--- src/rtl/frontEndPkg.sv ---
package frontEndPkg;

    // widths that carry a meaning
    typedef logic [15:0] instT;
    typedef logic [15:0] pcT;
    typedef logic [2:0]  regIdxT;
    typedef logic [4:0]  opcodeT;

    // bubble word, opcode 00001 and nothing else
    localparam instT NOP_INST = 16'b00001_000_0000_0000;

    // one instruction is two bytes
    localparam pcT PC_STEP = 16'd2;
    localparam pcT RST_PC  = 16'd0;

    // full major opcodes
    localparam opcodeT OP_HALT  = 5'b00000;
    localparam opcodeT OP_ST    = 5'b10000;
    localparam opcodeT OP_STU   = 5'b10011;
    localparam opcodeT OP_LD    = 5'b10001;
    localparam opcodeT OP_ARITH = 5'b11011;
    localparam opcodeT OP_BITOP = 5'b11010;
    localparam opcodeT OP_LBI   = 5'b11000;
    localparam opcodeT OP_SLBI  = 5'b10010;
    localparam opcodeT OP_BTR   = 5'b11001;

    // class prefixes, opcode bits 4:2
    // 000xx covers halt, nop, siic and rti
    localparam logic [2:0] OP_NOP_PFX  = 3'b000;
    localparam logic [2:0] OP_SET_PFX  = 3'b111;
    localparam logic [2:0] OP_BR_PFX   = 3'b011;
    localparam logic [2:0] OP_JMP_PFX  = 3'b001;
    // immediate alu forms, rd in bits 7:5
    localparam logic [2:0] OP_ALUI_PFX = 3'b010;
    localparam logic [2:0] OP_SHFI_PFX = 3'b101;

    // link register for jal / jalr
    localparam regIdxT REG_LINK = 3'd7;

    // write / branch info for one pipe stage
    typedef struct packed {
        logic   regWrt;
        regIdxT wrtReg;
        logic   isBranch;
    } stageInfoT;

    // everything past fetch, youngest first
    typedef struct packed {
        stageInfoT dec;
        stageInfoT exe;
        stageInfoT mem;
        stageInfoT wb;
    } inFlightT;

    // from branch resolution
    typedef struct packed {
        logic valid;
        pcT   target;
    } redirectT;

endpackage

--- src/rtl/frontEnd.sv ---
`timescale 1ns/100ps

module frontEnd (
    input  logic                  clk,
    input  logic                  arstN,
    input  frontEndPkg::instT     fetchInst,
    input  frontEndPkg::redirectT redirect,
    output frontEndPkg::pcT       pc,
    output frontEndPkg::instT     decInst,
    output logic                  stall
);

    // hazard select -> decode register
    frontEndPkg::instT      issueInst;
    // write / branch info of the issued word
    frontEndPkg::stageInfoT issueInfo;
    // dec / exe / mem / wb info back to hazard check
    frontEndPkg::inFlightT  inFlight;

    hazardDetect uHazardDetect (
        .fetchInst     (fetchInst),
        .inFlight      (inFlight),
        .redirectValid (redirect.valid),
        .issueInst     (issueInst),
        .stall         (stall)
    );

    instDecode uInstDecode (
        .inst (issueInst),
        .info (issueInfo)
    );

    stageTracker uStageTracker (
        .clk       (clk),
        .arstN     (arstN),
        .issueInst (issueInst),
        .issueInfo (issueInfo),
        .decInst   (decInst),
        .inFlight  (inFlight)
    );

    // pc hold / step / redirect
    pcUnit uPcUnit (
        .clk      (clk),
        .arstN    (arstN),
        .stall    (stall),
        .redirect (redirect),
        .pc       (pc)
    );

endmodule

--- src/rtl/hazardDetect.sv ---
`timescale 1ns/100ps

module hazardDetect (
    input  frontEndPkg::instT     fetchInst,
    input  frontEndPkg::inFlightT inFlight,
    input  logic                  redirectValid,
    output frontEndPkg::instT     issueInst,
    output logic                  stall
);

    // register fields of the fetched word
    frontEndPkg::opcodeT opcode;
    frontEndPkg::regIdxT srcRs;
    frontEndPkg::regIdxT srcRt;

    // which fields the opcode class reads
    logic useRs;
    logic useRt;

    // fetch-side class flags
    logic isHalt;
    logic passClass;
    logic branchInFetch;

    // compare results
    logic rsHit;
    logic rtHit;
    logic dataHit;
    logic branchInFlight;

    // raw compare of one source against every writer still in the pipe
    function automatic logic regHit(
        input frontEndPkg::regIdxT  src,
        input frontEndPkg::inFlightT fl
    );
        return (fl.dec.regWrt && (fl.dec.wrtReg == src)) ||
               (fl.exe.regWrt && (fl.exe.wrtReg == src)) ||
               (fl.mem.regWrt && (fl.mem.wrtReg == src)) ||
               (fl.wb.regWrt  && (fl.wb.wrtReg  == src));
    endfunction

    assign opcode = fetchInst[15:11];
    assign srcRs  = fetchInst[10:8];
    // bits 7:5 are rd for stores, rt for alu classes
    assign srcRt  = fetchInst[7:5];

    // each field compared once, the class decides if it counts
    assign rsHit = regHit(srcRs, inFlight);
    assign rtHit = regHit(srcRt, inFlight);

    // source-use pattern per opcode class
    always_comb begin
        useRs         = 1'b0;
        useRt         = 1'b0;
        isHalt        = 1'b0;
        passClass     = 1'b0;
        branchInFetch = 1'b0;
        if (opcode == frontEndPkg::OP_HALT) begin
            isHalt    = 1'b1;
            passClass = 1'b1;
        end else if (opcode[4:2] == frontEndPkg::OP_NOP_PFX) begin
            // nop, siic, rti read nothing
            passClass = 1'b1;
        end else if (opcode == frontEndPkg::OP_ST || opcode == frontEndPkg::OP_STU) begin
            // stores read base and data
            useRs = 1'b1;
            useRt = 1'b1;
        end else if (opcode == frontEndPkg::OP_ARITH ||
                     opcode == frontEndPkg::OP_BITOP ||
                     opcode[4:2] == frontEndPkg::OP_SET_PFX) begin
            useRs = 1'b1;
            useRt = 1'b1;
        end else if (opcode[4:2] == frontEndPkg::OP_BR_PFX) begin
            branchInFetch = 1'b1;
            useRs         = 1'b1;
        end else begin
            // default class incl. jumps, rs only
            useRs = 1'b1;
        end
    end

    assign dataHit        = (useRs && rsHit) || (useRt && rtHit);
    assign branchInFlight = inFlight.dec.isBranch || inFlight.exe.isBranch;

    // hold pc on raw hit, branch shadow, fetched branch or halt
    assign stall = dataHit || branchInFlight || branchInFetch || isHalt;

    // issue selection
    always_comb begin
        if (redirectValid) begin
            // squash wrong-path word
            issueInst = frontEndPkg::NOP_INST;
        end else if (passClass || (branchInFetch && !branchInFlight)) begin
            // halt / nop class and a fresh branch enter decode even when stalled
            // a branch seen again in the shadow of the last one is held back
            issueInst = fetchInst;
        end else if (stall) begin
            issueInst = frontEndPkg::NOP_INST;
        end else begin
            issueInst = fetchInst;
        end
    end

    // only one branch in dec / exe at a time
    always_comb begin
        assert (!(branchInFlight && issueInst[15:13] == frontEndPkg::OP_BR_PFX))
            else $error("branch issued while another branch is in dec or exe");
    end

endmodule

--- src/rtl/instDecode.sv ---
`timescale 1ns/100ps

module instDecode (
    input  frontEndPkg::instT      inst,
    output frontEndPkg::stageInfoT info
);

    frontEndPkg::opcodeT opcode;
    logic [2:0]          opPfx;

    assign opcode = inst[15:11];
    assign opPfx  = inst[15:13];

    // destination select per opcode class
    always_comb begin
        info.regWrt   = 1'b0;
        info.wrtReg   = '0;
        info.isBranch = 1'b0;

        if (opcode == frontEndPkg::OP_ARITH ||
            opcode == frontEndPkg::OP_BITOP ||
            opcode == frontEndPkg::OP_BTR   ||
            opPfx  == frontEndPkg::OP_SET_PFX) begin
            // three-register forms, rd in bits 4:2
            info.regWrt = 1'b1;
            info.wrtReg = inst[4:2];
        end else if (opcode == frontEndPkg::OP_LD    ||
                     opPfx  == frontEndPkg::OP_ALUI_PFX ||
                     opPfx  == frontEndPkg::OP_SHFI_PFX) begin
            // load and immediate alu, rd in bits 7:5
            info.regWrt = 1'b1;
            info.wrtReg = inst[7:5];
        end else if (opcode == frontEndPkg::OP_STU ||
                     opcode == frontEndPkg::OP_LBI ||
                     opcode == frontEndPkg::OP_SLBI) begin
            // stu writes back the base, lbi / slbi target rs
            info.regWrt = 1'b1;
            info.wrtReg = inst[10:8];
        end else if (opPfx == frontEndPkg::OP_JMP_PFX && opcode[1]) begin
            // jal / jalr link into r7
            info.regWrt = 1'b1;
            info.wrtReg = frontEndPkg::REG_LINK;
        end

        // branch class for the fetch freeze
        info.isBranch = (opPfx == frontEndPkg::OP_BR_PFX);
    end

endmodule

--- src/rtl/pcUnit.sv ---
`timescale 1ns/100ps

module pcUnit (
    input  logic                  clk,
    input  logic                  arstN,
    input  logic                  stall,
    input  frontEndPkg::redirectT redirect,
    output frontEndPkg::pcT       pc
);

    frontEndPkg::pcT pcNext;

    // redirect beats stall beats increment
    always_comb begin
        if (redirect.valid) begin
            pcNext = redirect.target;
        end else if (stall) begin
            pcNext = pc;
        end else begin
            pcNext = pc + frontEndPkg::PC_STEP;
        end
    end

    always_ff @(posedge clk or negedge arstN) begin
        if (!arstN) begin
            pc <= frontEndPkg::RST_PC;
        end else begin
            pc <= pcNext;
        end
    end

    // stall from hazard logic freezes fetch
    assert property (@(posedge clk) disable iff (!arstN)
        (stall && !redirect.valid) |=> $stable(pc))
        else $error("pc moved during stall");

endmodule

--- src/rtl/stageTracker.sv ---
`timescale 1ns/100ps

module stageTracker (
    input  logic                   clk,
    input  logic                   arstN,
    input  frontEndPkg::instT      issueInst,
    input  frontEndPkg::stageInfoT issueInfo,
    output frontEndPkg::instT      decInst,
    output frontEndPkg::inFlightT  inFlight
);

    // decode instruction register
    always_ff @(posedge clk or negedge arstN) begin
        if (!arstN) begin
            // come out of reset with a bubble in decode
            decInst <= frontEndPkg::NOP_INST;
        end else begin
            decInst <= issueInst;
        end
    end

    // write / branch info marches dec -> exe -> mem -> wb
    // no enable, bubbles carry zero info
    always_ff @(posedge clk or negedge arstN) begin
        if (!arstN) begin
            inFlight <= '0;
        end else begin
            inFlight.dec <= issueInfo;
            inFlight.exe <= inFlight.dec;
            inFlight.mem <= inFlight.exe;
            inFlight.wb  <= inFlight.mem;
        end
    end

    // bubble in decode must not look like a writer
    assert property (@(posedge clk) disable iff (!arstN)
        (decInst == frontEndPkg::NOP_INST) |-> !inFlight.dec.regWrt)
        else $error("nop in decode flagged as register write");

endmodule

--- config.mk ---
export PLATFORM = sky130hd
export DESIGN_NAME = frontEnd
export DESIGN_NICKNAME = d
export VERILOG_FILES = /design/src/rtl/frontEndPkg.sv /design/src/rtl/frontEnd.sv /design/src/rtl/hazardDetect.sv /design/src/rtl/instDecode.sv /design/src/rtl/pcUnit.sv /design/src/rtl/stageTracker.sv
export SDC_FILE = /design/constraint.sdc
export NUM_CORES = 1
export LEC_CHECK = 0
export BUFFER_PORTS_ARGS = -buffer_cell sky130_fd_sc_hd__buf_2
export CORE_AREA = 2 2 62 88
export CTS_BUF_LIST = sky130_fd_sc_hd__clkbuf_4 sky130_fd_sc_hd__clkbuf_8 sky130_fd_sc_hd__clkbuf_16
export DETAILED_ROUTE_END_ITERATION = 10
export DIE_AREA = 0 0 64 90
export PLACE_DENSITY = 0.76
export SKIP_CTS_REPAIR_TIMING = 1
export SYNTH_ARGS = -nofsm -noshare
export SYNTH_HDL_FRONTEND = slang
export SYNTH_SLANG_ARGS = --single-unit
--- constraint.sdc ---
create_clock -name clk -period 2.2 [get_ports clk]
set_input_delay 0 -clock clk [delete_from_list [all_inputs] [get_ports clk]]
set_output_delay 0 -clock clk [all_outputs]
set_load 0.01 [all_outputs]
## Yosys cells after proc, flatten, opt, wreduce, memory -nomap -nowiden

Cells that the tools add are included.

| operators by class | value |
|---|---|
| add/subtract/negate cells | 1 |
| muxes and demuxes | 23 |
| reductions and logical operators | 37 |
| equal/unequal tests | 27 |

Operators by type and width:

| kind | number |
|---|---|
| 16-bit two-way mux | 5 |
| 5-bit equality test (second input constant) | 11 |
| 3-bit equality test | 8 |
| 1-bit logical OR | 22 |
| 16-bit by 2-bit adder with 16-bit output (second input constant) | 1 |
| 4-bit two-way mux | 4 |
| 1-bit two-way mux | 14 |
| 1-bit logical AND | 12 |
| 3-bit by 2-bit equality test with 1-bit output (second input constant) | 3 |
| 3-bit equality test (second input constant) | 3 |
| 5-bit zero test | 1 |
| 3-bit by 1-bit equality test with 1-bit output (second input constant) | 1 |
| 3-bit zero test | 1 |
| 2-bit inequality test (second input constant) | 1 |
| 1-bit zero test | 1 |

| storage, ports and cells | value |
|---|---|
| word-level logic and storage cells | 100 |
| bits in registers | 50 |
| output and inout port bits | 33 |
| bits of input ports | 35 |

## Depth between registers and ports, before layout

| logic depth | value |
|---|---|
| word-level depth | 21 |
| gate-level depth with buffers | 10 |

## Hierarchy

A second synthesis with hierarchy kept.

| second synthesis, totals | value |
|---|---|
| cell total of the unflattened synthesis | 267 |
| area total of the unflattened synthesis | 2872.8 um2 |

By module, submodules not included:

| module | area each (um2) | times used | cells an instance | sequential area each (um2) |
|---|---|---|---|---|
| pcUnit | 904.6 | 1 | 89 | 400.4 |
| stageTracker | 902.1 | 1 | 36 | 902.1 |
| hazardDetect | 789.5 | 1 | 105 | 0.0 |
| instDecode | 276.5 | 1 | 37 | 0.0 |

## Worst setup path after synthesis

No wires, ideal clock.

| timing path | value |
|---|---|
| path type | register -> register |
| start | reg uStageTracker.inFlight[7] (netlist name) |
| end | reg uPcUnit.pc[2] |
| arrival | 1.914 ns |
| stages on the path, launching flop included | 8 |
| clock period less this slack | 2.039 ns |
| slack | 0.161 ns |
| path buffers | 0 |
| cells stage by stage | dfrtp_1 xnor2_1 nand4_1 and4_1 o311a_1 o21ai_1 mux2_1 mux2_2 |

| on the way | value |
|---|---|
| longest elaborated chain between the ends | 10 |
| elaborated cells on any way between the ends | 15 |

RTL lines:

| what | line | text |
|---|---|---|
| 3-bit equality test | hazardDetect.sv:38 | `(fl.mem.regWrt && (fl.mem.wrtReg == src)) \|\|` |
| 1-bit logical AND | hazardDetect.sv:38 |  |
| 1-bit logical OR | hazardDetect.sv:37 | `(fl.exe.regWrt && (fl.exe.wrtReg == src)) \|\|` |
| 1-bit logical OR | hazardDetect.sv:38 |  |
| 1-bit logical AND | hazardDetect.sv:82 | `assign dataHit = (useRs && rsHit) \|\| (useRt && rtHit);` |
| 1-bit logical OR (*) | hazardDetect.sv:82 |  |
| 1-bit logical OR (*) (3 in a row) | hazardDetect.sv:86 | `assign stall = dataHit \|\| branchInFlight \|\| branchInFetch \|\| isHalt;` |
| via stall | frontEnd.sv:10 | `output logic stall` |
| 2-bit inequality test (no source line) (*) | n/a |  |
| to (signal assigned) | pcUnit.sv:26 | `pc <= frontEndPkg::RST_PC;` |
| to (signal assigned) | pcUnit.sv:28 | `pc <= pcNext;` |
| to (decl) | pcUnit.sv:8 | `output frontEndPkg::pcT pc` |

Mark *: on every way through the listed nets, which the timed path passes. The rest lies on a longest branch.
A chain may end at the register's enable or synchronous reset.

==> results.cfg <==
[critical_path]
critical_path_class = flip-flop to flip-flop
critical_path_required_ps = 2420
cp_slowest_cell = or4b_4
worstSetupEndpointType = flip-flop
cpPeakStageDelay_ps = 530
worstPathMaxFanout = 5
cp_cell_sequence = xnor2_1 > nand4_1 > nand2_2 > o21ai_4 > nand3_2 > or3b_4 > or4b_4 > o22ai_2
start_kind = flip-flop
cp.arrival_ps = 2450

[drt]
wl_um = 5670
dr_wl_met3_um = 270
wl_per_cell_um = 14.5
drt-initial-drc-count = 62
highest_layer = met4
wl_met2_um = 3020
drcViolationCount = 0
met1_length_um = 2250
via_count = 2093
vias_per_cell = 5.34
firstDrtPassIters = 4
ant_nets = 0

[clock_tree]
cts_tree = built
clockRootBuffer = clkbuf_8
path_clk_slew_ps = 90
clkLatencyLatePin_ps = 310
cts_buffers = 5
clockBufferDepth = 2
cts_max_level = 2
cts.sinks = 50

[floorplanning]
start_util_pct = 50.5
rows = 31
die_area_sq_mm = 0.00576
die_h_um = 90
core-area_sq_mm = 0.00500
io_pins = 68
die_w_um = 64

[logic_synthesis]
syn-cell-area_sq_mm = 0.00253
ys_types = 43
ys_seq_elements = 50
synth_compound_area_share_pct = 11.7
ys.flop_type = dfrtp_1
synth_edf_count = 0
seq_area_frac_synth_pct = 49.6
synthArstFlopShare_pct = 100
synth_mux_area_share_pct = 3.02
synth_top_area_share_pct = 48.5
yosys.area_share.adder_pct = 0.495
synth-simple-area-share_pct = 18.1
ys_warn_count = 0
syn_inst = 239
synth_fp_nets = 275
syn_avg_cell_area_sq_um = 10.6
synth_top_family_by_area = simple AND/OR/NAND/NOR gates
synthXorXnorAreaFrac_pct = 13.2
yosys-top-cells-area = dfrtp_1 49%, xnor2_1 9.0%, xor2_1 4.2%
synth_top_area_cell = dfrtp_1

[min_path]
hp-class = input port to flip-flop

[cells_and_area]
syn_to_final_growth_pct = 29.7
layout_commonest_cell = buf_2
fin_area_sq_mm = 0.00328
num-fill-cells = 402
n_antenna_cell = 0
drive_above_1_share_pct = 30.7
layout_common_cells = 67 x buf_2, 49 x dfrtp_1, 25 x xnor2_1, 22 x dlygate4sd3_1, 17 x nand2_1
final_net_count = 361

[placement]
placed_area_sq_mm = 0.00292
gp_congestion = 0.820
dp_hpwl_um = 4010
io_buffers = 67
post-place-ws_ps = -63.4

[power]
power.density_mw_per_mm2 = 692
vdd_drop_max_mv = 0.499
p_leak_nw = 1.50

[global_route]
antenna_found_initial = 0
grt_pass1_vias = 1933
grt_max_degree = 36
grt_pass1_wl_um = 8830
overflow = 0
grt_util_all_layers_pct = 19.3

[sta]
finClkSkew_ps = 5.37
post-route-period-util_pct = 101
hold_ws_ps = -1.60
worstMarginPinSlew_ps = 680
finalHoldViolations = 1
relSlewSlack_pct = 54.1
rsz0062_at_grt = yes
timing.fmax_mhz = 450
finalMaxSlewViolations = 0
fin_tns_setup_ps = -30.6
worst_slack_ps = -23.1
report.final.setup_viol = 2
period_needed_ps = 2220

[run]
drv_cap = 0

[outcome]
status = finished, violations left
violations = hold timing, setup timing
## Yosys cell counts, types with 4 or more instances
library cell  number
and2_1            14
buf_4              4
clkbuf_1          10
dfrtp_1           49
mux2_2             4
nand2_1           18
nand3_1            6
nand4_1            8
nor2_1             9
o211ai_1           7
o21ai_0           16
o22ai_1            4
xnor2_1           26
xor2_1            12
## power by group
| group | internal [mW] | switching, mW | total (mW) |
|---|---|---|---|
| clock | 0.224 | 0.309 | 0.533 |
| sequential | 1.03 | 0.100 | 1.13 |
| combinational | 0.306 | 0.296 | 0.601 |
## cells by family after synthesis
logic type	after synthesis
simple gates	79
buf+inv	19
mux	7
compound gates	45
xor+xnor	38
flops	50
fa+ha+maj	1
## final timing paths
kind / from / endpoint / slack, ps / depth (start not counted)
setup / recovery: uStageTracker.inFlight[6]$_DFF_PN0_ / uStageTracker.inFlight[16]$_DFF_PN0_ / -20 / 8
hold / removal: redirect[12] / uPcUnit.pc[12]$_DFFE_PN0N_ / -2 / 4
setup reg to reg: uStageTracker.inFlight[6]$_DFF_PN0_ / uStageTracker.inFlight[16]$_DFF_PN0_ / -20 / 8
hold reg to reg: uStageTracker.inFlight[9]$_DFF_PN0_ / uStageTracker.inFlight[4]$_DFF_PN0_ / 420 / 0
max in group asynchronous: arstN / uStageTracker.decInst[11]$_DFF_PN1_ / 1710 / 3
min in group asynchronous: arstN / uStageTracker.inFlight[4]$_DFF_PN0_ / 210 / 3
## critical path, delay by kind of cell, from the launching register on
kind | cells | cell delay [ps]
XOR/XNOR | 1 | 140
AO/OA/AOI/OAI | 2 | 320
AND/OR/NAND/NOR | 5 | 1250
flip-flops | 1 | 420
## cell type report
cell class,count,area [sq um],share of cell area (%)
multi-input cells,170,1230,37.5
clock inverters,3,21.3,0.649
clock buffers,5,68.8,2.10
flip-flops and latches,50,1250,38.2
well taps,66,82.6,2.52
inverters,3,11.3,0.344
repair buffers,95,613,18.7
## through the flow
step	power (mW)	instances	util, %
6_report	2.27	392	65.5
5_1_grt	2.40	392	65.5
4_1_cts	2.24	370	60.1
3_5_place_dp	1.70	362	58.3
3_3_place_gp	1.68	362	58.3
2_1_floorplan	1.48	239	-
## sequential cells by signal, indices dropped and copies added, names as in the netlist
| signal | count |
|---|---|
| uStageTracker.inFlight | 18 |
| uStageTracker.decInst | 16 |
| uPcUnit.pc | 16 |
## metal layers
metal	GRT usage, %	vias to the layer above
li1	-	1019
met4	9.06	0
met1	23.0	989
met5	0	-
met3	2.88	12
met2	33.5	73
(Power assumes the default switching activity.)
